**config.mk**
```make
export PLATFORM = sky130hd
export DESIGN_NAME = mem_byte_lane
export DESIGN_NICKNAME = d
export VERILOG_FILES = /design/src/rtl/mem_pkg.sv /design/src/rtl/mem_byte_lane.sv
export SDC_FILE = /design/constraint.sdc
export NUM_CORES = 2
export LEC_CHECK = 0
export ABC_AREA = 1
export BUFFER_PORTS_ARGS = -buffer_cell sky130_fd_sc_hd__buf_2
export CORE_MARGIN = 5
export CORE_UTILIZATION = 50
export DETAILED_ROUTE_END_ITERATION = 16
export PLACE_DENSITY_LB_ADDON = 0.3
export SLEW_MARGIN = 20
export SYNTH_ARGS = -nofsm -noshare
export SYNTH_HDL_FRONTEND = slang
export SYNTH_SLANG_ARGS = --single-unit
export TNS_END_PERCENT = 10
```
**constraint.sdc**
```tcl
create_clock -name clk -period 2 [get_ports clk]
set_input_delay 0.3 -clock clk [delete_from_list [all_inputs] [get_ports clk]]
set_output_delay 0.3 -clock clk [all_outputs]
set_load 0.02 [all_outputs]
```
**src/rtl/mem_pkg.sv**
```systemverilog
package mem_pkg;

  // ------------------------------
  // Word and lane geometry
  // ------------------------------
  localparam int data_w = 32;
  localparam int lanes = data_w / 8;
  localparam int lane_w = data_w / lanes;

  // Byte address bits below the word index
  localparam int word_lsb = $clog2(lanes);

  localparam int word_addr_w = 8;
  localparam int depth = 1 << word_addr_w;

  typedef logic [word_addr_w-1:0] word_addr_t;

endpackage

```
**src/rtl/mem_byte_lane.sv**
```systemverilog
`timescale 1ns/1ps

module mem_byte_lane
  import mem_pkg::*;
(
  input  logic              clk,
  input  logic              i_wr_en,
  input  word_addr_t        i_wr_addr,
  input  logic [lane_w-1:0] i_wr_data,
  input  logic              i_wr_strb,
  input  logic              i_rd_en,
  input  word_addr_t        i_rd_addr,
  output logic [lane_w-1:0] o_rd_data
);

  logic [lane_w-1:0] mem [depth];

  // Byte only changes when its strobe is set
  always_ff @(posedge clk) begin
    if (i_wr_en && i_wr_strb) begin
      mem[i_wr_addr] <= i_wr_data;
    end
  end

  // Output holds between read enables
  always_ff @(posedge clk) begin
    if (i_rd_en) begin
      o_rd_data <= mem[i_rd_addr];
    end
  end

endmodule

```
Word level (Yosys, flattened, before mapping)

Memory sizes are Yosys's and may differ from the RTL's. A register that Yosys moved wholly into a read port is not among the register bits.
Index checks and enable logic that the tools add are counted.

Output and inout port bits: 8
RAM bits: 2048
Memories kept: 1
Flip-flop bits (word level): 0
Word-level logic and storage cells: 4

Reduce and logical (&&, ||, !) cells: 1
Multiplexer cells: 2

Memory list:

| memory | words | bits a word | read ports | clocked after memory_dff | write ports | line                | source |
|---|---|---|---|---|---|---|---|
| mem    | 256   | 8           | 1          | 1                        | 1           | mem_byte_lane.sv:16 | `logic [lane_w-1:0] mem [depth];` |

Operators with widths:

| cell              | number |
|---|---|
| $mux 1            | 2 |
| $logic_and 1x1->1 | 1 |

Logic depth before layout (Yosys ltp)

Word-level depth: 3
Mapped depth: 15

Worst setup path before layout

OpenSTA, ideal clock, no wires.

Kind: input to register
From: in i_wr_en
To: mem mem[198][0] (netlist name), enable pin
Data required time: 1630 ps
Path buffers: 2
Setup slack: 111 ps
Data arrival time: 1518 ps
Cell stages on the path: 6
Cell sequence: nand2_1 > inv_1 > clkbuf_1 > nand3_1 > clkbuf_1 > nor2_1

Cells in the longest elaborated chain, start to end: 3

Ends and longest elaborated chain:

| item                         | line                | source |
|---|---|---|
| start, declared              | mem_byte_lane.sv:7  | `input logic i_wr_en,` |
| $logic_and 1x1->1            | mem_byte_lane.sv:20 | `if (i_wr_en && i_wr_strb) begin` |
| $mux 1                       | mem_byte_lane.sv:20 |  |
| $mux 1 (implied by the code) | mem_byte_lane.sv:21 | `mem[i_wr_addr] <= i_wr_data;` |
| end, declared                | mem_byte_lane.sv:16 |  |

No other way between the ends.

==> results.md <==
- Outcome: complete, no violations
- FP Rows: 150
- Synth top area share: 73.9%
- Buffers added on ports: 35
- CP cell instances: nand2_1 > nand3_1 > nand3_1 > nand3_1 > nand3_1 > nand3_1 > nand3_1 > nand2_1 > nand2_1 > nand2_1
- Hold slack: about 0.15 ns
- Unrepaired setup endpoints after global routing: true
- Largest cells by area after synthesis: edfxtp_1 (74%), nand3_1 (12%), nand2_1 (9.5%)
- Syn Std Cell Area: 83,600 µm²
- First-pass GRT wire length: around 350 mm
- Largest net degree at the start of global routing: 77
- Placeable Area: about 170,000 µm²
- Synth warn: 0
- DP Cell Count: 9,441
- Worst Tran Pin Value: just over 0.9 ns
- Max incr delay on CP: 0.37 ns
- Post-synthesis cell count: ~7,000
- Slew Viols, Final: 0
- Post-synthesis sequential area ratio: approximately three quarters
- H-tree depth: 4
- Internal power: 70.4 mW
- Initial antenna violation count: 10
- WHS Path Cells: 5
- Leakage power: about 35 nW
- Crit. path cell count: 10
- Fin nets: 7,478
- Initial drt markers: around 7,900
- Worst hold-check path type: in -> reg
- DRT Pass-1 Iters: 8
- CTS root buf: clkbuf_16
- Vias in the first global route: 54,789
- Sw Ratio: 22.6%
- Area grow syn2layout: 17.1%
- CP Capture Type: register
- Period utilization: a little over nine tenths
- Post-synth EDFFs: a little over 2,000
- Slowest cell on crit path: edfxtp_1
- Final Cell Area: a little under 100,000 µm²
- Async S/R FF share, synth: 0%
- Layout cells sized above 1: a little over an eighth
- Finished Layout Cells: approximately 10,000
- Number of setup buffers added after CTS: 0
- Cell family with most CP delay: simple AND/OR/NAND/NOR gates
- Starting Density: about half
- CP required: approximately 2.6 ns
- Overall Global Routing Usage: approximately a quarter
- Grt ovf: 0
- Hold Violations, Final: 0
- Maxcap violations: 0
- Placed Area: between 90,000 and 100,000 µm²
- Most common cell in the netlist: nand2_1
- Seq pwr share: between 50% and 60%
- Overall power: just over 90 mW
- Combinational power share: about 6.8%
- Post-route setup slack: about 0.029 ns
- Sink Count: 2,056
- Clock buffer depth: 3
- Num CTS Buffers: between 200 and 250
- Vias: 57,276
- Latest clock arrival within the worst-skew pair: ~0.85 ns
- Post-synthesis register bit count: 2,056
- Bufs and invs on worst path: 0
- Arrival time worst endpoint: roughly 2.6 ns
- Dpl ws: -0.665 ns
- Vias per cell: 5.83
- CP Class: reg -> reg
- Drt drc: 0
- Slew HR: roughly two fifths
- Final min period: 1.97 ns
- CTS tree: yes
- Max Fclk: roughly 0.51 GHz
- Clk network pwr share: just over 40%
- Die X: 419 µm
- Clock Skew: ~0.034 ns
- Crit Path Max Fanout: 1
- Syn nets: around 7,000
- Crit path launch type: register
- Sw power: slightly above 20 mW
- IO Count: 36
- Die area: 175,000 µm²
- Final setup TNS: 0 ns
- Worst-path clk slew: 0.06 ns
- Post-route ant nets: 0
- Mean post-synth cell area: ~12 µm²
- Worst vdd ir: around 0.79 mV
- Most instantiated cells after synthesis: nand2_1 (2,124), edfxtp_1 (2,056), nand3_1 (2,019)
- Power Density: 930 nW/µm²
- Main flop type after synthesis: edfxtp_1
- Routed length per placed instance: approximately 24 µm
- Critical path's most frequent cell: nand3_1
- Placer congestion estimate: between 0.9 and 1
- Die height: around 420 µm
- Length in cells of the worst reg-to-reg path: 10
- Final Setup Violations: 0
- Drt total wl: ~230 mm
- Distinct cell type count after synthesis: 12
- Largest area contributor in the netlist: edfxtp_1
- Final Util: around 60%
- Post-DP HPWL: roughly 150 mm
-- routing by layer --
metal / share of wire [%] / global-route usage (%)
met5: 0.012 / 0
met4: 4.1 / 11.0
met3: 9.8 / 5.22
met2: 47 / 41.8
met1: 39 / 36.2
-- power groups by stage --
stage	Sequential, mW	Clock (mW)	Combinational (mW)
final	47.5	37.3	6.15
after global routing	47.5	39.6	6.56
after CTS	47.5	37.7	6.08
after detailed placement	48.4	0	6.03
after global placement	48.4	0	5.95
after floorplan	48.4	0	2.92
-- tightest hold or removal path: stages --
cell and delay (ns):
buf_2 0.11, nor2_1 0.05, buf_4 0.16, nand2_1 0.11, nor2_1 0.09
-- sequential cells by signal, summed over array words and instances (netlist names) --
| name | flops |
|---|---|
| mem | 2048 |
| o_rd_data | 8 |
-- logic make-up after synthesis --
logic type             count (synthesis)  share of synthesized area [%]
AND/OR/NAND/NOR                     4426                           22.9
flip-flops                          2056                           73.9
buffers and inverters                523                           3.23
-- final timing paths --
check	from	to	slack, ns
worst max-delay path	mem[231][3]	o_rd_data[3]	0.03
worst min-delay path	i_wr_addr[5]	mem[218][7]	0.15
worst max register to register	mem[231][3]	o_rd_data[3]	0.03
worst min register to register	mem[133][5]	o_rd_data[5]	1.08
-- area by class of cell --
type                    count  area [µm²]
clock buffers             241        5220
fillers                 12993       68800
flip-flops and latches   2056       61700
multi-input cells        4426       19200
clock inverters           131        1250
inverters                  40         184
well taps                2204        2760
repair buffers            725        7480
diodes                      9        22.5
-- placed cells by master, fill, tap and decap left out, types with 20 or more instances in the layout --
cell | netlist | layout
clkinv_2 | 0 | 50
nor2_1 | 283 | 283
clkbuf_1 | 115 | 38
inv_1 | 37 | 35
nand3_1 | 2019 | 2010
buf_4 | 59 | 524
clkbuf_16 | 0 | 203
buf_2 | 253 | 20
buf_12 | 0 | 157
clkinv_1 | 0 | 39
edfxtp_1 | 2056 | 2056
nand2_1 | 2124 | 2122
-- what timing repair did --
action / CTS / global route
resized for setup: 6 / 9
gates cloned: 0 / 0
endpoints found under the setup margin: 3 / 6
hold buffers: 10 / 0
hold endpoints to repair: 277 / 0
(Power assumes the default switching activity.)
