==> src/rtl/mem_pkg.sv <==
package mem_pkg;

  // ------------------------------
  // Word and lane geometry
  // ------------------------------
  localparam int data_w = 32;
  localparam int lanes = data_w / 8;
  localparam int lane_w = data_w / lanes;

  // Byte address bits below the word index
  localparam int word_lsb = $clog2(lanes);

  localparam int word_addr_w = 8;
  localparam int depth = 1 << word_addr_w;

  typedef logic [word_addr_w-1:0] word_addr_t;

endpackage

==> src/rtl/axi_pkg.sv <==
package axi_pkg;
  import mem_pkg::*;

  // ------------------------------
  // Field widths
  // ------------------------------
  localparam int id_w = 4;
  localparam int addr_w = word_addr_w + word_lsb;

  typedef logic [id_w-1:0] id_t;
  typedef logic [addr_w-1:0] addr_t;
  typedef logic [7:0] len_t;
  typedef logic [2:0] size_t;
  typedef logic [1:0] burst_t;
  typedef logic [1:0] resp_t;

  // WRAP is stepped like INCR
  localparam burst_t burst_fixed = 2'b00;
  localparam resp_t resp_okay = 2'b00;

  // ------------------------------
  // Write channel payloads
  // ------------------------------
  typedef struct packed {
    id_t id;
    addr_t addr;
    size_t size;
    burst_t burst;
  } aw_req_t;

  typedef struct packed {
    logic [data_w-1:0] data;
    logic [lanes-1:0] strb;
    logic last;
  } w_beat_t;

endpackage

==> src/rtl/axi_write_engine.sv <==
`timescale 1ns/1ps

module axi_write_engine
  import axi_pkg::*;
  import mem_pkg::*;
(
  input  logic              clk,
  input  logic              rst_n,
  input  logic              i_aw_valid,
  input  aw_req_t           i_aw_req,
  output logic              o_aw_ready,
  input  logic              i_w_valid,
  input  w_beat_t           i_w_beat,
  output logic              o_w_ready,
  output logic              o_bvalid,
  output id_t               o_bid,
  input  logic              i_bready,
  output logic              o_wr_en,
  output word_addr_t        o_wr_addr,
  output logic [data_w-1:0] o_wr_data,
  output logic [lanes-1:0]  o_wr_strb
);

  typedef enum logic [1:0] {
    st_idle,
    st_burst,
    st_resp
  } wr_state_e;

  wr_state_e state;
  wr_state_e state_next;

  // Burst parameters with the address stepped per beat
  aw_req_t burst_q;
  aw_req_t cur;

  logic  b_free;
  logic  take_aw;
  logic  w_fire;
  logic  last_beat;
  addr_t next_addr;

  assign b_free = !o_bvalid || i_bready;

  // New AW only once any earlier response is on its way out
  assign o_aw_ready = (state != st_burst) && b_free;
  assign take_aw = o_aw_ready && i_aw_valid;

  // First beat may land in the same cycle as its AW
  assign cur = take_aw ? i_aw_req : burst_q;
  assign o_w_ready = b_free && (take_aw || state == st_burst);
  assign w_fire = i_w_valid && o_w_ready;
  assign last_beat = w_fire && i_w_beat.last;

  assign next_addr = (cur.burst == burst_fixed) ? cur.addr
                                                : cur.addr + (addr_t'(1) << cur.size);

  // ------------------------------
  // Memory write port
  // ------------------------------
  assign o_wr_en = w_fire;
  assign o_wr_addr = cur.addr[addr_w-1:word_lsb];
  assign o_wr_data = i_w_beat.data;
  assign o_wr_strb = i_w_beat.strb;

  always_comb begin
    state_next = state;
    if (take_aw) begin
      state_next = st_burst;
    end else if (state == st_resp && b_free) begin
      state_next = st_idle;
    end
    if (last_beat) begin
      state_next = st_resp;
    end
  end

  always_ff @(posedge clk) begin
    if (!rst_n) begin
      state <= st_idle;
      o_bvalid <= 1'b0;
    end else begin
      state <= state_next;
      if (last_beat) begin
        o_bvalid <= 1'b1;
      end else if (i_bready) begin
        o_bvalid <= 1'b0;
      end
    end
  end

  always_ff @(posedge clk) begin
    if (take_aw) begin
      burst_q <= i_aw_req;
    end
    if (w_fire) begin
      burst_q.addr <= next_addr;
    end
    if (last_beat) begin
      o_bid <= cur.id;
    end
  end

  b_hold: assert property (@(posedge clk) disable iff (!rst_n)
    o_bvalid && !i_bready |=> o_bvalid && $stable(o_bid));

endmodule

==> config.mk <==
export PLATFORM = sky130hd
export DESIGN_NAME = axi_write_engine
export DESIGN_NICKNAME = d
export VERILOG_FILES = /design/src/rtl/mem_pkg.sv /design/src/rtl/axi_pkg.sv /design/src/rtl/axi_write_engine.sv
export SDC_FILE = /design/constraint.sdc
export NUM_CORES = 1
export LEC_CHECK = 0
export BUFFER_PORTS_ARGS = -buffer_cell sky130_fd_sc_hd__buf_2
export CAP_MARGIN = 20
export CORE_MARGIN = 2
export CORE_UTILIZATION = 43
export CTS_CLUSTER_DIAMETER = 120
export DETAILED_ROUTE_END_ITERATION = 16
export GPL_ROUTABILITY_DRIVEN = 0
export GPL_TIMING_DRIVEN = 0
export PLACE_DENSITY = 0.8
export SYNTH_ARGS = -nofsm -noshare
export SYNTH_HDL_FRONTEND = slang
export SYNTH_SLANG_ARGS = --single-unit
export TNS_END_PERCENT = 30
==> constraint.sdc <==
create_clock -name clk -period 2.9 [get_ports clk]
set_input_delay 0.29 -clock clk [delete_from_list [all_inputs] [get_ports clk]]
set_output_delay 0.29 -clock clk [all_outputs]
set_load 0.02 [all_outputs]
======== Yosys cells after proc, flatten, opt, wreduce, memory -nomap -nowiden ========
Index checks and enable logic that the tools add are counted.
word-level totals
  output and inout bits ................... 52
  register bits after elaboration ......... 26
  logic and storage cells ................. 36
operators by class
  add/subtract/negate cells ............... 1
  multiplexer cells ....................... 8
  shift operators ......................... 1
  reductions and logical operators ........ 14
  equality and inequality tests ........... 3
  bitwise gates (word level) .............. 1
operators with widths
  kind                                                                      count
  10-bit two-way mux                                                        2
  19-bit two-way mux                                                        1
  10-bit adder                                                              1
  1-bit by 3-bit left shift with 10-bit output (first input constant)       1
  1-bit logical AND                                                         6
  2-bit two-way mux                                                         3
  2-bit nonzero test                                                        2
  3-bit nonzero test                                                        1
  2-bit by 1-bit equality test with 1-bit output (second input constant)    1
  2-bit equality test (second input constant)                               1
  2-bit logical NOT                                                         1
  1-bit logical OR                                                          2
  1-bit two-way mux                                                         2
  2-bit by 1-bit inequality test with 1-bit output (second input constant)  1
  2-bit OR reduction                                                        1
  1-bit logical NOT                                                         1
  1-bit NOT                                                                 1

======== Depth between registers and ports, before layout ========
  depth in word-level cells ............... 9
  mapped depth ............................ 14

======== Worst setup path after synthesis ========
Ideal clock, no wire load.
  path type ............................... reg2reg
  start point ............................. register o_bvalid
  end point ............................... register burst_q[12] in the netlist's numbering
  setup time .............................. 0.118 ns
  cell stages (with the launch flop) ...... 14
  buffers on the path ..................... 2
  data required time ...................... 2.782 ns
  data arrival time ....................... 2.593 ns
  setup slack ............................. 0.189 ns
  cells stage by stage .................... dfxtp_1 nand2b_4 nand3_2 buf_6 buf_8 mux2i_4 nand2_1 nor2_1 ha_1 a211oi_1 o21ai_0 a31oi_1 xor2_1 a21oi_1
on the way
  word-level cells in the longest chain between the ends .. 9
  elaborated cells on any way between the ends .. 13
  those cells by class .................... add/sub: 1; shift: 1; mux: 3; reduce/logical: 8
RTL lines
  item                                          line                    RTL
  start: declaration                            axi_write_engine.sv:15  output logic o_bvalid,
  start signal: assignment                      axi_write_engine.sv:81  o_bvalid <= 1'b0;
  start signal: assignment                      axi_write_engine.sv:85  o_bvalid <= 1'b1;
  start signal: assignment                      axi_write_engine.sv:87  o_bvalid <= 1'b0;
  1-bit logical NOT (*)                         axi_write_engine.sv:43  assign b_free = !o_bvalid || i_bready;
  1-bit logical OR (*)                          axi_write_engine.sv:43
  1-bit logical AND                             axi_write_engine.sv:46  assign o_aw_ready = (state != st_burst) && b_free;
  1-bit logical AND                             axi_write_engine.sv:47  assign take_aw = o_aw_ready && i_aw_valid;
  19-bit two-way mux                            --
  1-bit by 3-bit left shift with 10-bit output  axi_write_engine.sv:56  : cur.addr + (addr_t'(1) << cur.size);
  10-bit adder                                  axi_write_engine.sv:56
  10-bit two-way mux                            axi_write_engine.sv:55  assign next_addr = (cur.burst == burst_fixed) ? cur.addr
  10-bit two-way mux (*)                        axi_write_engine.sv:96  if (w_fire) begin
  end signal: assignment                        axi_write_engine.sv:94  burst_q <= i_aw_req;
  end: declaration                              axi_write_engine.sv:34  aw_req_t burst_q;
Mark *: on every way between the ends. The rest lies on a longest branch, timed or not.
A chain may end at the register's enable or synchronous reset.

======== Worst setup path after layout ========
  start point ............................. register state[1]
  end point ............................... register burst_q[12] in the netlist's numbering
on the way
  word-level cells in the longest chain between the ends .. 8
  elaborated cells on any way between the ends .. 13
  those cells by class .................... add/sub: 1; eq/ne: 2; shift: 1; mux: 3; reduce/logical: 6
RTL lines
  item                                              line                    RTL
  start: declaration                                axi_write_engine.sv:30  wr_state_e state;
  start signal: assignment                          axi_write_engine.sv:80  state <= st_idle;
  start signal: assignment                          axi_write_engine.sv:83  state <= state_next;
  2-bit by 1-bit inequality test with 1-bit output  axi_write_engine.sv:46
  1-bit logical AND                                 axi_write_engine.sv:46
  1-bit logical AND                                 axi_write_engine.sv:47
  19-bit two-way mux                                --
  1-bit by 3-bit left shift with 10-bit output      axi_write_engine.sv:56
  10-bit adder                                      axi_write_engine.sv:56
  10-bit two-way mux                                axi_write_engine.sv:55
  10-bit two-way mux (*)                            axi_write_engine.sv:96
Marked as above.

==> key figures <==
Floorplan
  – Initial Util: 0.444
  – Die Wd: roughly 68 µm
  – I/O pin count: 113
  – Die ar.: between 0.004 and 0.005 mm²
  – Row cnt: 23
  – Core area: around 0.0040 mm²
  – DIE HEIGHT: between 60 and 70 µm

Worst hold path
  – Worst hold path type: input port to flop
  – Worst hold path cell count: 2

Routing
  – DRT Pass-1 Iters: 4
  – Final WL: roughly 3600 µm
  – Via count: between 1000 and 1500
  – DRT antenna net count: 0
  – Iteration-0 DRC Markers: 37
  – Via/cell ratio: roughly 4.7
  – Post-route DRC: 0
  – Wire length per cell: approximately 12 µm

Outcome
  – Status: finished, final reports clean

Cells and area
  – Commonest non-fill, non-tap cell in the layout: buf_2
  – Post-Layout Cell Count: between 300 and 400
  – Synth-to-Final Area Change: 33.1%
  – # diodes: 0
  – Commonest cells after routing, fill and taps aside: buf_2, buf_4, dfxtp_1
  – Final nets: approximately 330
  – Fraction of layout cells with a size suffix above 1: 0.621

Clock network
  – CTS tree: yes
  – CTS clk-pin slew, worst paths: ~0.090 ns
  – Clock buffer depth: 2
  – Hold buffers post-CTS: 0
  – H-tree depth: 1
  – CTS Root Cell: clkbuf_8
  – Clk_lat worst skew: about 0.27 ns
  – Clock Sinks: 26
  – Cts bufs inserted: 3

Critical path
  – Required time of the critical path: slightly above 3 ns
  – Reg2reg start: state[1]
  – Startpoint types: flop
  – CP Launch Point: state[1]
  – CP Class: flop to flop
  – FF-to-FF path depth: 13
  – Critical Path Sink: burst_q[12]
  – Worst-path fanout max: 10
  – Setup crit end kind: flop
  – CP Data Arrival Time: between 2 and 3 ns
  – Worst reg2reg endpoint: burst_q[12]
  – Reg2reg setup slack: 0.12 ns

GRT
  – Global route total overflow: 0
  – Global-route wire length before repair: 5200 µm
  – GR met1 Demand/Resource: 0.168
  – Number of global-route vias before repair: around 1300
  – Overall routing resource usage: 0.145
  – GRT met2 Usage: 0.280
  – Gr busiest metal: met2
  – Met3 usage: 0.0197
  – Largest net degree at the start of global routing: 16
  – Initial antenna violation count: 0

STA
  – Relative slew margins: 0.853
  – Fin. max-slew vios: 0
  – Worst Tran Pin Value: 0.215 ns
  – Setup violators final: 0
  – Worst setup margin: approximately 0.12 ns
  – Setup TNS: 0 ns
  – Worst Skew: 0.00448 ns
  – Fmax: between 300 and 400 MHz
  – Hold Fails Final Rpt: 0
  – Final Critical Period: approximately 2.8 ns
  – Worst hold slack: approximately 0.26 ns
  – Final period util: 0.958

Synth
  – Predominant post-synthesis flop cell: dfxtp_1
  – Mapped cell area: approximately 0.0018 mm²
  – Seq/Total Area, Yosys: 0.318
  – Cell variety after synth: 40
  – Synth Net Count: about 250
  – Asr flop ratio synth: 0
  – EDFF count, synth: 4
  – Synth area leader: dfxtp_1
  – Mapped Avg Cell Area: 9.91 µm²
  – Synth area leaders: dfxtp_1, buf_4, mux2_2
  – Share of the synthesized area in the top cell type: 0.250
  – Synthesis warning total: 0
  – Yosys reg bits: 26
  – Post-synthesis cell count: roughly 180

Run
  – Max-cap check violation count: 0

Place
  – Post-detail-place hpwl: just under 3000 µm
  – Pre-CTS setup slack: -0.122 ns
  – Placed Cells: 304
  – IO Port Bufs: 76

Pwr
  – Static Leak: ~1.2 nW
  – Pwr dens: about 640 mW/mm²
  – Maximum VDD drop: ~220 µV
  – Total power: roughly 0.0015 W
==> how the worst min path moves through the flow <==
stage | slack [ns] | startpoint | to
after floorplan | 0.43 | i_aw_req[4] | burst_q[4]
after global placement | 0.45 | burst_q[15] | burst_q[15]
after detailed placement | 0.46 | burst_q[16] | burst_q[16]
after CTS | 0.25 | i_aw_req[16] | burst_q[16]
after global routing | 0.26 | i_aw_req[15] | burst_q[15]
final | 0.26 | i_aw_req[16] | burst_q[16]
==> critical path: stages (launching register included) <==
cell and delay, ns:
dfxtp_1 0.33, nand2b_1 0.17, nand3_2 0.10, buf_6 0.19, buf_8 0.17, mux2i_4 0.28
nand2_1 0.14, nor2_4 0.13, ha_1 0.26, a211oi_2 0.25, o21ai_2 0.12, a31oi_1 0.24
xor2_1 0.19, a21oi_1 0.09
==> per-layer routing <==
| metal | up-vias | routed length [µm] | share of wire |
|---|---|---|---|
| met5 | - | 0 | 0 |
| met4 | 0 | 14 | 0.0038 |
| met3 | 4 | 346 | 0.095 |
| met2 | 82 | 1870 | 0.51 |
| met1 | 641 | 1420 | 0.39 |
| li1 | 737 | - | - |
==> flip-flops by register name, indices dropped and copies added (netlist names) <==
name      flops
o_bid         4
burst_q      19
state         2
o_bvalid      1
==> synth_stat cells, types with 2 or more instances <==
library cell	n
dfxtp_1	22
a21oi_1	13
a21o_1	2
and2b_1	2
xnor2_1	5
mux2i_2	2
edfxtp_1	4
nor3_1	4
ha_1	8
o21ai_0	3
nand2_1	6
nor2_1	13
o211ai_1	2
a21boi_0	2
mux2_2	11
mux2_1	2
xor2_1	3
inv_1	4
buf_4	45
mux2_4	5
==> layout make-up <==
type / count / area, µm²
Timing Repair Buffer: 79 / 403
Buffer: 47 / 364
Sequential cell: 26 / 561
Multi-Input combinational cell: 100 / 868
Inverter: 5 / 18.8
Fill cell: 353 / 1620
Clock inverter: 1 / 30.0
Tap cell: 50 / 62.6
Clock buffer: 3 / 41.3
==> cell families after synthesis <==
| family | synth area share |
|---|---|
| compound gates | 0.112 |
| flops | 0.318 |
| fa+ha+maj | 0.0681 |
| xor+xnor | 0.0397 |
| mux | 0.154 |
| buf+inv | 0.217 |
| simple gates | 0.0915 |
==> through the flow <==
| step | utilization | instance area [µm²] |
|---|---|---|
| final | 0.591 | 2350 |
| after global routing | 0.591 | 2350 |
| after CTS | 0.575 | 2280 |
| after detailed placement | 0.556 | 2210 |
| after global placement | 0.556 | 2210 |
| after floorplan | - | 1760 |
==> power by group <==
part           total (W)  leakage, nW  switching (W)  internal, W
sequential      0.000476        0.222      0.0000249     0.000451
combinational   0.000737        0.933       0.000376     0.000360
clock           0.000302       0.0357       0.000117     0.000185
total            0.00151         1.19       0.000518     0.000996
==> timing repair <==
| action | 4_1_cts | 5_1_grt |
|---|---|---|
| cloned | 0 | 0 |
| endpoints found under the setup margin | 1 | 4 |
| buffers inserted | 0 | 3 |
| pin swaps | 0 | 1 |
| gates resized for setup | 2 | 10 |
(Power assumes the default switching activity.)
