### config.mk
export PLATFORM = sky130hd
export DESIGN_NAME = axi_read_engine
export DESIGN_NICKNAME = d
export VERILOG_FILES = /design/src/rtl/mem_pkg.sv /design/src/rtl/axi_pkg.sv /design/src/rtl/axi_read_engine.sv
export SDC_FILE = /design/constraint.sdc
export NUM_CORES = 1
export LEC_CHECK = 0
export BUFFER_PORTS_ARGS = -buffer_cell sky130_fd_sc_hd__buf_2
export CAP_MARGIN = 20
export CORE_ASPECT_RATIO = 1.5
export CORE_UTILIZATION = 49
export CTS_BUF_LIST = sky130_fd_sc_hd__clkbuf_16
export DETAILED_ROUTE_END_ITERATION = 10
export GPL_TIMING_DRIVEN = 0
export MAX_ROUTING_LAYER = met4
export PLACE_DENSITY = 0.84
export SLEW_MARGIN = 5
export SYNTH_ARGS = -nofsm -noshare
export SYNTH_HDL_FRONTEND = slang
export SYNTH_SLANG_ARGS = --single-unit
### constraint.sdc
create_clock -name clk -period 4.55 [get_ports clk]
set_input_delay 1.365 -clock clk [delete_from_list [all_inputs] [get_ports clk]]
set_output_delay 1.365 -clock clk [all_outputs]
set_load 0.01 [all_outputs]
### src/rtl/mem_pkg.sv
package mem_pkg;

  // ------------------------------
  // Word and lane geometry
  // ------------------------------
  localparam int data_w = 32;
  localparam int lanes = data_w / 8;
  localparam int lane_w = data_w / lanes;

  // Byte address bits below the word index
  localparam int word_lsb = $clog2(lanes);

  localparam int word_addr_w = 8;
  localparam int depth = 1 << word_addr_w;

  typedef logic [word_addr_w-1:0] word_addr_t;

endpackage

### src/rtl/axi_pkg.sv
package axi_pkg;
  import mem_pkg::*;

  // ------------------------------
  // Field widths
  // ------------------------------
  localparam int id_w = 4;
  localparam int addr_w = word_addr_w + word_lsb;

  typedef logic [id_w-1:0] id_t;
  typedef logic [addr_w-1:0] addr_t;
  typedef logic [7:0] len_t;
  typedef logic [2:0] size_t;
  typedef logic [1:0] burst_t;
  typedef logic [1:0] resp_t;

  // WRAP is stepped like INCR
  localparam burst_t burst_fixed = 2'b00;
  localparam resp_t resp_okay = 2'b00;

  // ------------------------------
  // Write channel payloads
  // ------------------------------
  typedef struct packed {
    id_t id;
    addr_t addr;
    size_t size;
    burst_t burst;
  } aw_req_t;

  typedef struct packed {
    logic [data_w-1:0] data;
    logic [lanes-1:0] strb;
    logic last;
  } w_beat_t;

endpackage

### src/rtl/axi_read_engine.sv
`timescale 1ns/1ps

module axi_read_engine
  import axi_pkg::*;
  import mem_pkg::*;
(
  input  logic              clk,
  input  logic              rst_n,
  input  logic              i_arvalid,
  input  id_t               i_arid,
  input  addr_t             i_araddr,
  input  len_t              i_arlen,
  input  size_t             i_arsize,
  input  burst_t            i_arburst,
  output logic              o_arready,
  output logic              o_rvalid,
  output id_t               o_rid,
  output logic              o_rlast,
  input  logic              i_rready,
  output logic              o_rd_en,
  output word_addr_t        o_rd_addr,
  input  logic [data_w-1:0] i_lane_data,
  output logic [data_w-1:0] o_rdata
);

  typedef enum logic {
    st_idle,
    st_burst
  } rd_state_e;

  rd_state_e state;

  id_t    id_q;
  addr_t  addr_q;
  len_t   len_q;
  size_t  size_q;
  burst_t burst_q;

  logic   take_ar;
  logic   launch;
  logic   final_launch;
  id_t    cur_id;
  addr_t  cur_addr;
  len_t   cur_len;
  size_t  cur_size;
  burst_t cur_burst;
  addr_t  next_addr;

  // One burst at a time
  assign o_arready = (state == st_idle);
  assign take_ar = o_arready && i_arvalid;

  // Fresh request feeds the first beat directly
  assign cur_id = take_ar ? i_arid : id_q;
  assign cur_addr = take_ar ? i_araddr : addr_q;
  assign cur_len = take_ar ? i_arlen : len_q;
  assign cur_size = take_ar ? i_arsize : size_q;
  assign cur_burst = take_ar ? i_arburst : burst_q;

  // Launch a beat whenever the R register can take it
  assign launch = (!o_rvalid || i_rready) && (take_ar || state == st_burst);
  assign final_launch = launch && (cur_len == '0);

  assign next_addr = (cur_burst == burst_fixed) ? cur_addr
                                                : cur_addr + (addr_t'(1) << cur_size);

  assign o_rd_en = launch;
  assign o_rd_addr = cur_addr[addr_w-1:word_lsb];

  // Lane registers only update on launch, so they track rvalid
  assign o_rdata = i_lane_data;

  always_ff @(posedge clk) begin
    if (!rst_n) begin
      state <= st_idle;
      o_rvalid <= 1'b0;
    end else begin
      if (final_launch) begin
        state <= st_idle;
      end else if (take_ar) begin
        state <= st_burst;
      end
      if (launch) begin
        o_rvalid <= 1'b1;
      end else if (i_rready) begin
        o_rvalid <= 1'b0;
      end
    end
  end

  // ------------------------------
  // Burst tracking
  // ------------------------------
  always_ff @(posedge clk) begin
    if (take_ar) begin
      id_q <= i_arid;
      size_q <= i_arsize;
      burst_q <= i_arburst;
    end
    if (launch) begin
      addr_q <= next_addr;
      len_q <= cur_len - 8'd1;
      o_rid <= cur_id;
      o_rlast <= (cur_len == '0);
    end else if (take_ar) begin
      addr_q <= i_araddr;
      len_q <= i_arlen;
    end
  end

  // Lane data must hold along with the R registers
  r_hold: assert property (@(posedge clk) disable iff (!rst_n)
    o_rvalid && !i_rready |=>
      o_rvalid && $stable(o_rlast) && $stable(o_rid) && $stable(o_rdata));

endmodule

; ---- After elaboration in Yosys (flattened, before gate mapping)
; Index checks and enable logic that the tools add are counted.
[op_classes]
magnitude_cmp = 0
div = 0
n_mul = 0
addsub = 2
shift = 1
n_eq_ne = 0
muxes = 10
bitwise_logic = 2
reduce_logical = 10
[op_table]
columns = operator, count
row1 = 10-bit 2-to-1 mux, 3
row2 = 8-bit 2-to-1 mux, 2
row3 = 10-bit adder, 1
row4 = "1-bit by 3-bit left shift with 10-bit output, first input constant", 1
row5 = 8-bit logical NOT, 1
row6 = "8-bit by 1-bit subtractor with 8-bit output, second input constant", 1
row7 = 4-bit 2-to-1 mux, 1
row8 = 1-bit logical AND, 3
row9 = 3-bit 2-to-1 mux, 1
row10 = 2-bit logical NOT, 1
row11 = 1-bit logical OR, 2
row12 = 1-bit 2-to-1 mux, 2
row13 = 2-bit 2-to-1 mux, 1
row14 = 1-bit inverter, 2
row15 = 2-bit nonzero test, 1
row16 = 2-bit OR reduction, 1
row17 = 1-bit logical NOT, 1
[totals]
ram_bits = 0
output_inout_bits = 48
regBits = 34
romBits = 0
latchBits = 0
memories = 0
word_cells = 34

; ---- Logic depth before layout (Yosys ltp)
; Gate-level depths: netlist (run 1).
[logic_depth]
depth_word = 7
ltp_mapped = 13
mapped_depth_nobuf = 11

; ---- Worst setup path before layout (run 1)
; No wires, ideal clock.
[synth_path]
path_type = in2reg
start = in i_arvalid
end = reg addr_q[7]
path_slack_ns = 1.000
path_buffers = 2
arrival_time_ns = 3.432
required_time_ns = 4.432
stages = 12
path_cell_list = nand2b_1 buf_6 buf_6 mux2i_1 nand2_1 nor2_1 ha_1 a211oi_1 o21ai_0 a41oi_1 xor2_1 a21oi_1
[synth_via]
elab_chain_cells = 6
elab_cells_between_ends = 11
cone_classes = 1 x add/sub / 1 x shift / 5 x mux / 4 x reduce/logical
[synth_rtl]
columns = element, line
row1 = from (decl), axi_read_engine.sv:9  ; input logic i_arvalid,
row2 = 1-bit logical AND *, axi_read_engine.sv:51  ; assign take_ar = o_arready && i_arvalid;
row3 = 3-bit 2-to-1 mux, --
row4 = 1-bit by 3-bit left shift with 10-bit output, axi_read_engine.sv:65  ; : cur_addr + (addr_t'(1) << cur_size);
row5 = 10-bit adder, axi_read_engine.sv:65
row6 = 10-bit 2-to-1 mux, axi_read_engine.sv:64  ; assign next_addr = (cur_burst == burst_fixed) ? cur_addr
row7 = 10-bit 2-to-1 mux *, axi_read_engine.sv:100  ; if (launch) begin
row8 = to (signal assigned), axi_read_engine.sv:101  ; addr_q <= next_addr;
row9 = to (signal assigned), axi_read_engine.sv:106  ; addr_q <= i_araddr;
row10 = to (decl), axi_read_engine.sv:34  ; addr_t addr_q;
; Every way passes the cells marked *; elsewhere a longest branch is shown, timed or not.
; A chain may end at the register's enable or synchronous reset.

; ---- Worst setup path in the final report (run 1)
[layout_path]
start = in i_arvalid
end = out o_rd_addr[2]
[layout_via]
elab_chain_cells = 2
[layout_rtl]
columns = element, line
row1 = 1-bit logical AND, axi_read_engine.sv:51
row2 = 10-bit 2-to-1 mux, --
row3 = to (decl), axi_read_engine.sv:21  ; output word_addr_t o_rd_addr,
; Every way passes these cells.

==> reports/qor.yml, run 1 <==
status:
  status: "finished clean"
sta:
  tightest_slew_ns: 0.4657
  tns_ns: 0
  finalMaxSlewViolations: 0
  holdWs_ns: 0.4682
  hold_violations: 0
  fmaxAchievable_mhz: 262.7
  setup_viol: 0
  layout_min_cycle_time_ns: 3.807
  period_share: 0.8366
  slew_headroom: 0.6888
  rsz0062_at_grt: "no"
  finClkSkew_ns: 0.003011
synth:
  avgSynthCellArea_um2: 10.16
  synth_seq_cells: 34
  yosysTopAreaCell: "dfxtp_1"
  ys_types: 41
  synth-compound-area-share: 0.1137
  synth.top_cell.area_share: 0.2734
  synth-seq-area-share: 0.3441
  yosysWarnings: 0
  syn_nets: 283
  synthMuxAreaShare: 0.1709
  synth-simple-area-share: 0.09252
  synthCells: 209
  synth_adder_area_share: 0.06836
  synth_top_family_by_area: "multiplexers"
  synth_xor_area_frac: 0.05775
  netlist_area_um2: 2123
  synth_area_leaders: "dfxtp_1, buf_4, mux2_2, edfxtp_1, ha_1"
setup_path:
  critPathMaxFanout: 10
  reg2reg_depth: 12
  worstSetupPathType: "primary input to primary output"
  required_ns: 3.18
  critPathArrivalTime_ns: 2.44
  endpoint_kind: "primary output"
  cp-start-kind: "primary input"
grt:
  grt_antenna_before_repair: 0
  grt_use_total: 0.1890
  grt.busiest_layer: "met2"
  overflow: 0
  grt_pass1_wl_um: 6568
  met3_usage: 0.04517
  use_met2: 0.3554
  met1_usage: 0.1810
  grt_max_degree: 13
  first_global_vias: 1567
route:
  wire_per_inst_um: 12.43
  drt-total-wl_um: 4238
  route.vias.total: 1722
  drtIter0Drc: 59
  routed_via_density: 5.050
  first_pass_iters: 4
  ant_nets: 0
  route.detailed.drc: 0
hold_path:
  holdPathStages: 1
  hp-class: "register to register"
clock_network:
  cts_sinks: 34
  cts_setup_buffers: 0
  clk_pin_slew_ns: 0.05
  cts_resized: 0
  cts_buffers: 5
  ctsHtreeMaxLevel: 2
  ctsHoldBuffers: 0
  clock_latency_ns: 0.27
  clockBufferDepth: 2
  cts_tree: "built"
  clock-root-buffer: "clkbuf_16"
cells_and_area:
  drive_above_1_share: 0.4983
  final_cell_mix: "buf_2, buf_4, dfxtp_1"
  design_area_um2: 2708
  final_util: 0.6433
  mostFrequentLayoutCell: "buf_2"
  antenna_cells: 0
  nNetsFinal: 368
  syn_to_final_growth_pct: 27.52
run:
  cap_viol_max_count: 0
floorplan:
  die_h_um: 82.62
  io_pins: 111
  core_um2: 4209
  initial_utilization: 0.5045
  rows: 29
  die_area_um2: 4606
  dieWidth_um: 55.75
placed_design:
  place_congestion: 0.9204
  io_buffers: 78
  placed_area_um2: 2571
  hpwl_um: 3360
power_and_ir_drop:
  leakagePower_nw: 1.335
  powerDensity_nw_per_um2: 459.3
  vdd_drop_max_v: 0.0003213
## Yosys cell counts
cell	instances
xor2_1	6
inv_2	1
and4b_1	1
ha_1	10
or2_2	1
inv_1	5
o311a_2	1
o21ai_2	1
a21oi_1	8
nor3_1	6
a211oi_2	1
o2111ai_1	1
buf_12	1
mux2_2	17
fa_1	1
o311ai_4	1
mux2i_2	1
dfxtp_1	29
or3_1	1
mux2_4	1
edfxtp_1	5
buf_4	33
a211oi_1	4
nor2_1	19
nand2_1	7
a22oi_1	1
xnor2_1	8
nand2b_1	2
mux2i_1	12
nand4_1	1
o2bb2ai_1	2
a21o_1	3
nand3_1	1
buf_6	3
and3_1	1
nor2b_1	1
a41oi_1	1
mux2i_4	1
o21ai_0	8
nor3_2	1
a21boi_0	1
## area by class of cell
class / instances / area (µm²)
buffer: 37 / 301.5
clock buffer: 5 / 125.1
clock inverter: 3 / 11.26
fill: 360 / 1501
inverter: 6 / 22.52
multi-input combinational: 132 / 1069
sequential: 34 / 730.7
tap: 46 / 57.56
timing repair buffer: 78 / 390.4
## metal layers
| metal | part of all wire | wire (µm) |
|---|---|---|
| met3 | 0.055 | 233 |
| met5 | 0 | 0 |
| met2 | 0.55 | 2312 |
| met4 | 0.015 | 65 |
| met1 | 0.38 | 1626 |
## stage by stage
stage	instances	worst slack, ns	total power, W
5_1_grt	341	0.5556	0.001333
3_3_place_gp	333	0.5902	0.0009183
6_report	341	0.7434	0.001243
3_5_place_dp	333	0.5347	0.0009385
2_1_floorplan	209	0.9998	0.0008077
4_1_cts	341	0.7385	0.001256
## critical path: stages
cell and delay (ns):
buf_2 0.12, nand2b_1 0.08, buf_6 0.16, buf_6 0.17, mux2_2 0.39, buf_2 0.15
## final timing paths
kind	from	slack, ns	end
hold / removal	id_q[3]	0.47	id_q[3]
setup / recovery	i_arvalid	0.74	o_rd_addr[2]
setup reg to reg	state	1.54	addr_q[7]
hold reg to reg	id_q[3]	0.47	id_q[3]
## sequential cells by signal, summed over array words and instances (netlist names)
name      count
addr_q       10
len_q         8
id_q          4
o_rid         4
size_q        3
burst_q       2
o_rlast       1
o_rvalid      1
state         1
## cells by family after synthesis
| group | after synthesis |
|---|---|
| AO/OA/AOI/OAI | 33 |
| adder cells (fa/ha/maj) | 11 |
| buffers and inverters | 43 |
| flip-flops | 34 |
| AND/OR/NAND/NOR | 42 |
| XOR/XNOR | 14 |
| multiplexers | 32 |
## power breakdown
| group | internal [W] | total, W | switching, W | leakage, nW |
|---|---|---|---|---|
| Combinational | 0.000246 | 0.000497 | 0.000252 | 0.974 |
| Sequential | 0.000402 | 0.000437 | 0.0000342 | 0.295 |
| Clock | 0.000196 | 0.000309 | 0.000113 | 0.0663 |
| Total | 0.000845 | 0.00124 | 0.000399 | 1.33 |
(Power assumes the default switching activity.)
==> run 2, diff against run 1 <==
CORE_UTILIZATION = 41   (was 49)
PLACE_DENSITY = 0.75   (was 0.84)
clock period = 3.31 ns   (was 4.55 ns; I/O delays follow)
==> run 2 against run 1 <==
Effect of this change: via count is 0.58% higher; sequential cell count did not move; largest cell class unchanged; global-route usage down 2.3 points; worst setup slack worse by 0.63 ns; critical endpoint is now addr_q[7].
==> reports/qor.yml, run 2 (same netlist as run 1, synthesis figures left out) <==
clock_network:
  clk_pin_slew_ns: 0.05  # about the same
  clock_latency_ns: 0.27  # about the same
  ctsHtreeMaxLevel: 2  # unchanged
  clockBufferDepth: 2  # unchanged
  clock-root-buffer: "clkbuf_16"
  cts_buffers: 5  # unchanged
  cts_tree: "built"
  ctsHoldBuffers: 0  # unchanged
  cts_sinks: 34  # unchanged
sta:
  slew_headroom: 0.6961  # +0.007273
  tightest_slew_ns: 0.4548  # -0.01088 ns
  layout_min_cycle_time_ns: 3.199
  finClkSkew_ns: 0.003205  # +0.0001943 ns
  rsz0062_at_grt: "yes"
  fmaxAchievable_mhz: 312.6
  period_share: 0.9665
  finalMaxSlewViolations: 0  # unchanged
  tns_ns: 0  # unchanged
  holdWs_ns: 0.4666  # -0.001607 ns
  setup_viol: 0  # unchanged
  hold_violations: 0  # unchanged
grt:
  grt_pass1_wl_um: 6755  # +2.8%
  grt_use_total: 0.1658  # -0.02314
  overflow: 0  # unchanged
  grt_antenna_before_repair: 0  # unchanged
  first_global_vias: 1642  # +4.8%
  grt_max_degree: 13  # unchanged
route:
  ant_nets: 0  # unchanged
  drt-total-wl_um: 4452  # +5.0%
  first_pass_iters: 2  # -2
  route.vias.total: 1732  # +0.58%
  wire_per_inst_um: 12.33  # -0.77%
  route.detailed.drc: 0  # unchanged
  drtIter0Drc: 50  # -15%
  routed_via_density: 4.798  # -5.0%
cells_and_area:
  fin_cells: 361  # +5.9%
  top_regs: "addr_q: 10 flops, len_q: 8 flops"
  antenna_cells: 0  # unchanged
  multi_input_area_um2: 1111  # +4.0%
  syn_to_final_growth_pct: 30.70
  nNetsFinal: 368  # unchanged
  largest_reg_flops: 10  # unchanged
  fill_cells: 480  # +33%
  mostFrequentLayoutCell: "buf_2"
  drive_above_1_share: 0.5220  # +0.02373
  final_cell_mix: "buf_2, buf_4, dfxtp_1"
  top_register: "addr_q"
  final_util: 0.5678  # -0.07544
  regArea_um2: 730.7  # unchanged
setup_path:
  worstSetupPathType: "primary input to register"
  critPathArrivalTime_ns: 3.36  # +0.92 ns
  cp-start-kind: "primary input"
  required_ns: 3.47  # +0.29 ns
  worstSetupStartpoint: "i_arvalid"
  critPathMaxFanout: 10  # unchanged
  endpoint_kind: "register"
  reg2reg_from: "state"
power_and_ir_drop:
  vdd_drop_max_v: 0.0003228  # +0.47%
  leakagePower_nw: 1.334  # about the same
  design_power_total_w: 0.001733  # +39%
  powerDensity_nw_per_um2: 624.6  # +36%
placed_design:
  dp.cells: 353  # +6.0%
  hpwl_um: 3541  # +5.4%
  io_buffers: 78  # unchanged
  place_congestion: 0.8618  # -6.4%
run:
  cap_viol_max_count: 0  # unchanged
floorplan:
  rows: 31  # +6.9%
  die_area_um2: 5476  # +19%
  core_um2: 4887  # +16%
  die_h_um: 90.14  # +9.1%
  dieWidth_um: 60.76  # +9.0%
  io_pins: 111  # unchanged
  initial_utilization: 0.4345  # -0.07000
status:
  status: "finished clean"
hold_path:
  hp-start: "id_q[1]"
  hp-class: "register to register"
[run 2: timing repair]
action,CTS,global route
resized for setup,2,10
setup endpoints to repair,5,5
setup buffers,0,0
pin swaps,0,1
[run 2: final timing paths]
path	endpoint	depth (start not counted)	slack [ns]
hold reg to reg	id_q[1]	1	0.47
setup reg to reg	addr_q[7]	12	0.51
hold / removal	id_q[1]	1	0.47
setup / recovery	addr_q[7]	13	0.11
[run 2: final cells by class]
cell class,instances,share of cell area
plain buffers,37,0.1087
clock buffers,5,0.04509
clock inverters,3,0.004058
inverters,6,0.008115
multi-input cells,132,0.4004
flip-flops and latches,34,0.2633
well taps,66,0.02976
repair buffers,78,0.1407
[run 2: worst max-delay path, cell delays in order]
cell and delay (ns):
buf_2 0.12, nand2b_1 0.09, buf_6 0.16, buf_12 0.16, mux2i_4 0.28, inv_1 0.14
nor2_2 0.19, ha_1 0.27, a211oi_1 0.32, o21ai_2 0.14, a41oi_1 0.25, xor2_1 0.16
a21oi_1 0.08
[run 2: through the flow]
stage	worst slack, ns	cell area, µm²
after floorplan	0.1318	2123
after global placement	-0.2965	2596
after detailed placement	-0.3424	2596
after CTS	0.0008904	2736
after global routing	-0.03732	2775
final	0.1108	2775
[run 2: where the power goes]
part	internal, W	switching [W]
combinational	0.000350	0.000360
sequential	0.000553	0.0000480
clock	0.000270	0.000153
total	0.00117	0.000561
[run 2: metal layers]
metal  share of wire  vias to the layer above  GRT usage
met2            0.55                       65     0.2985
met5               0                        -          -
met3           0.050                        8    0.04173
li1                -                      868          -
met1            0.38                      791     0.1649
met4           0.018                        0    0.05682
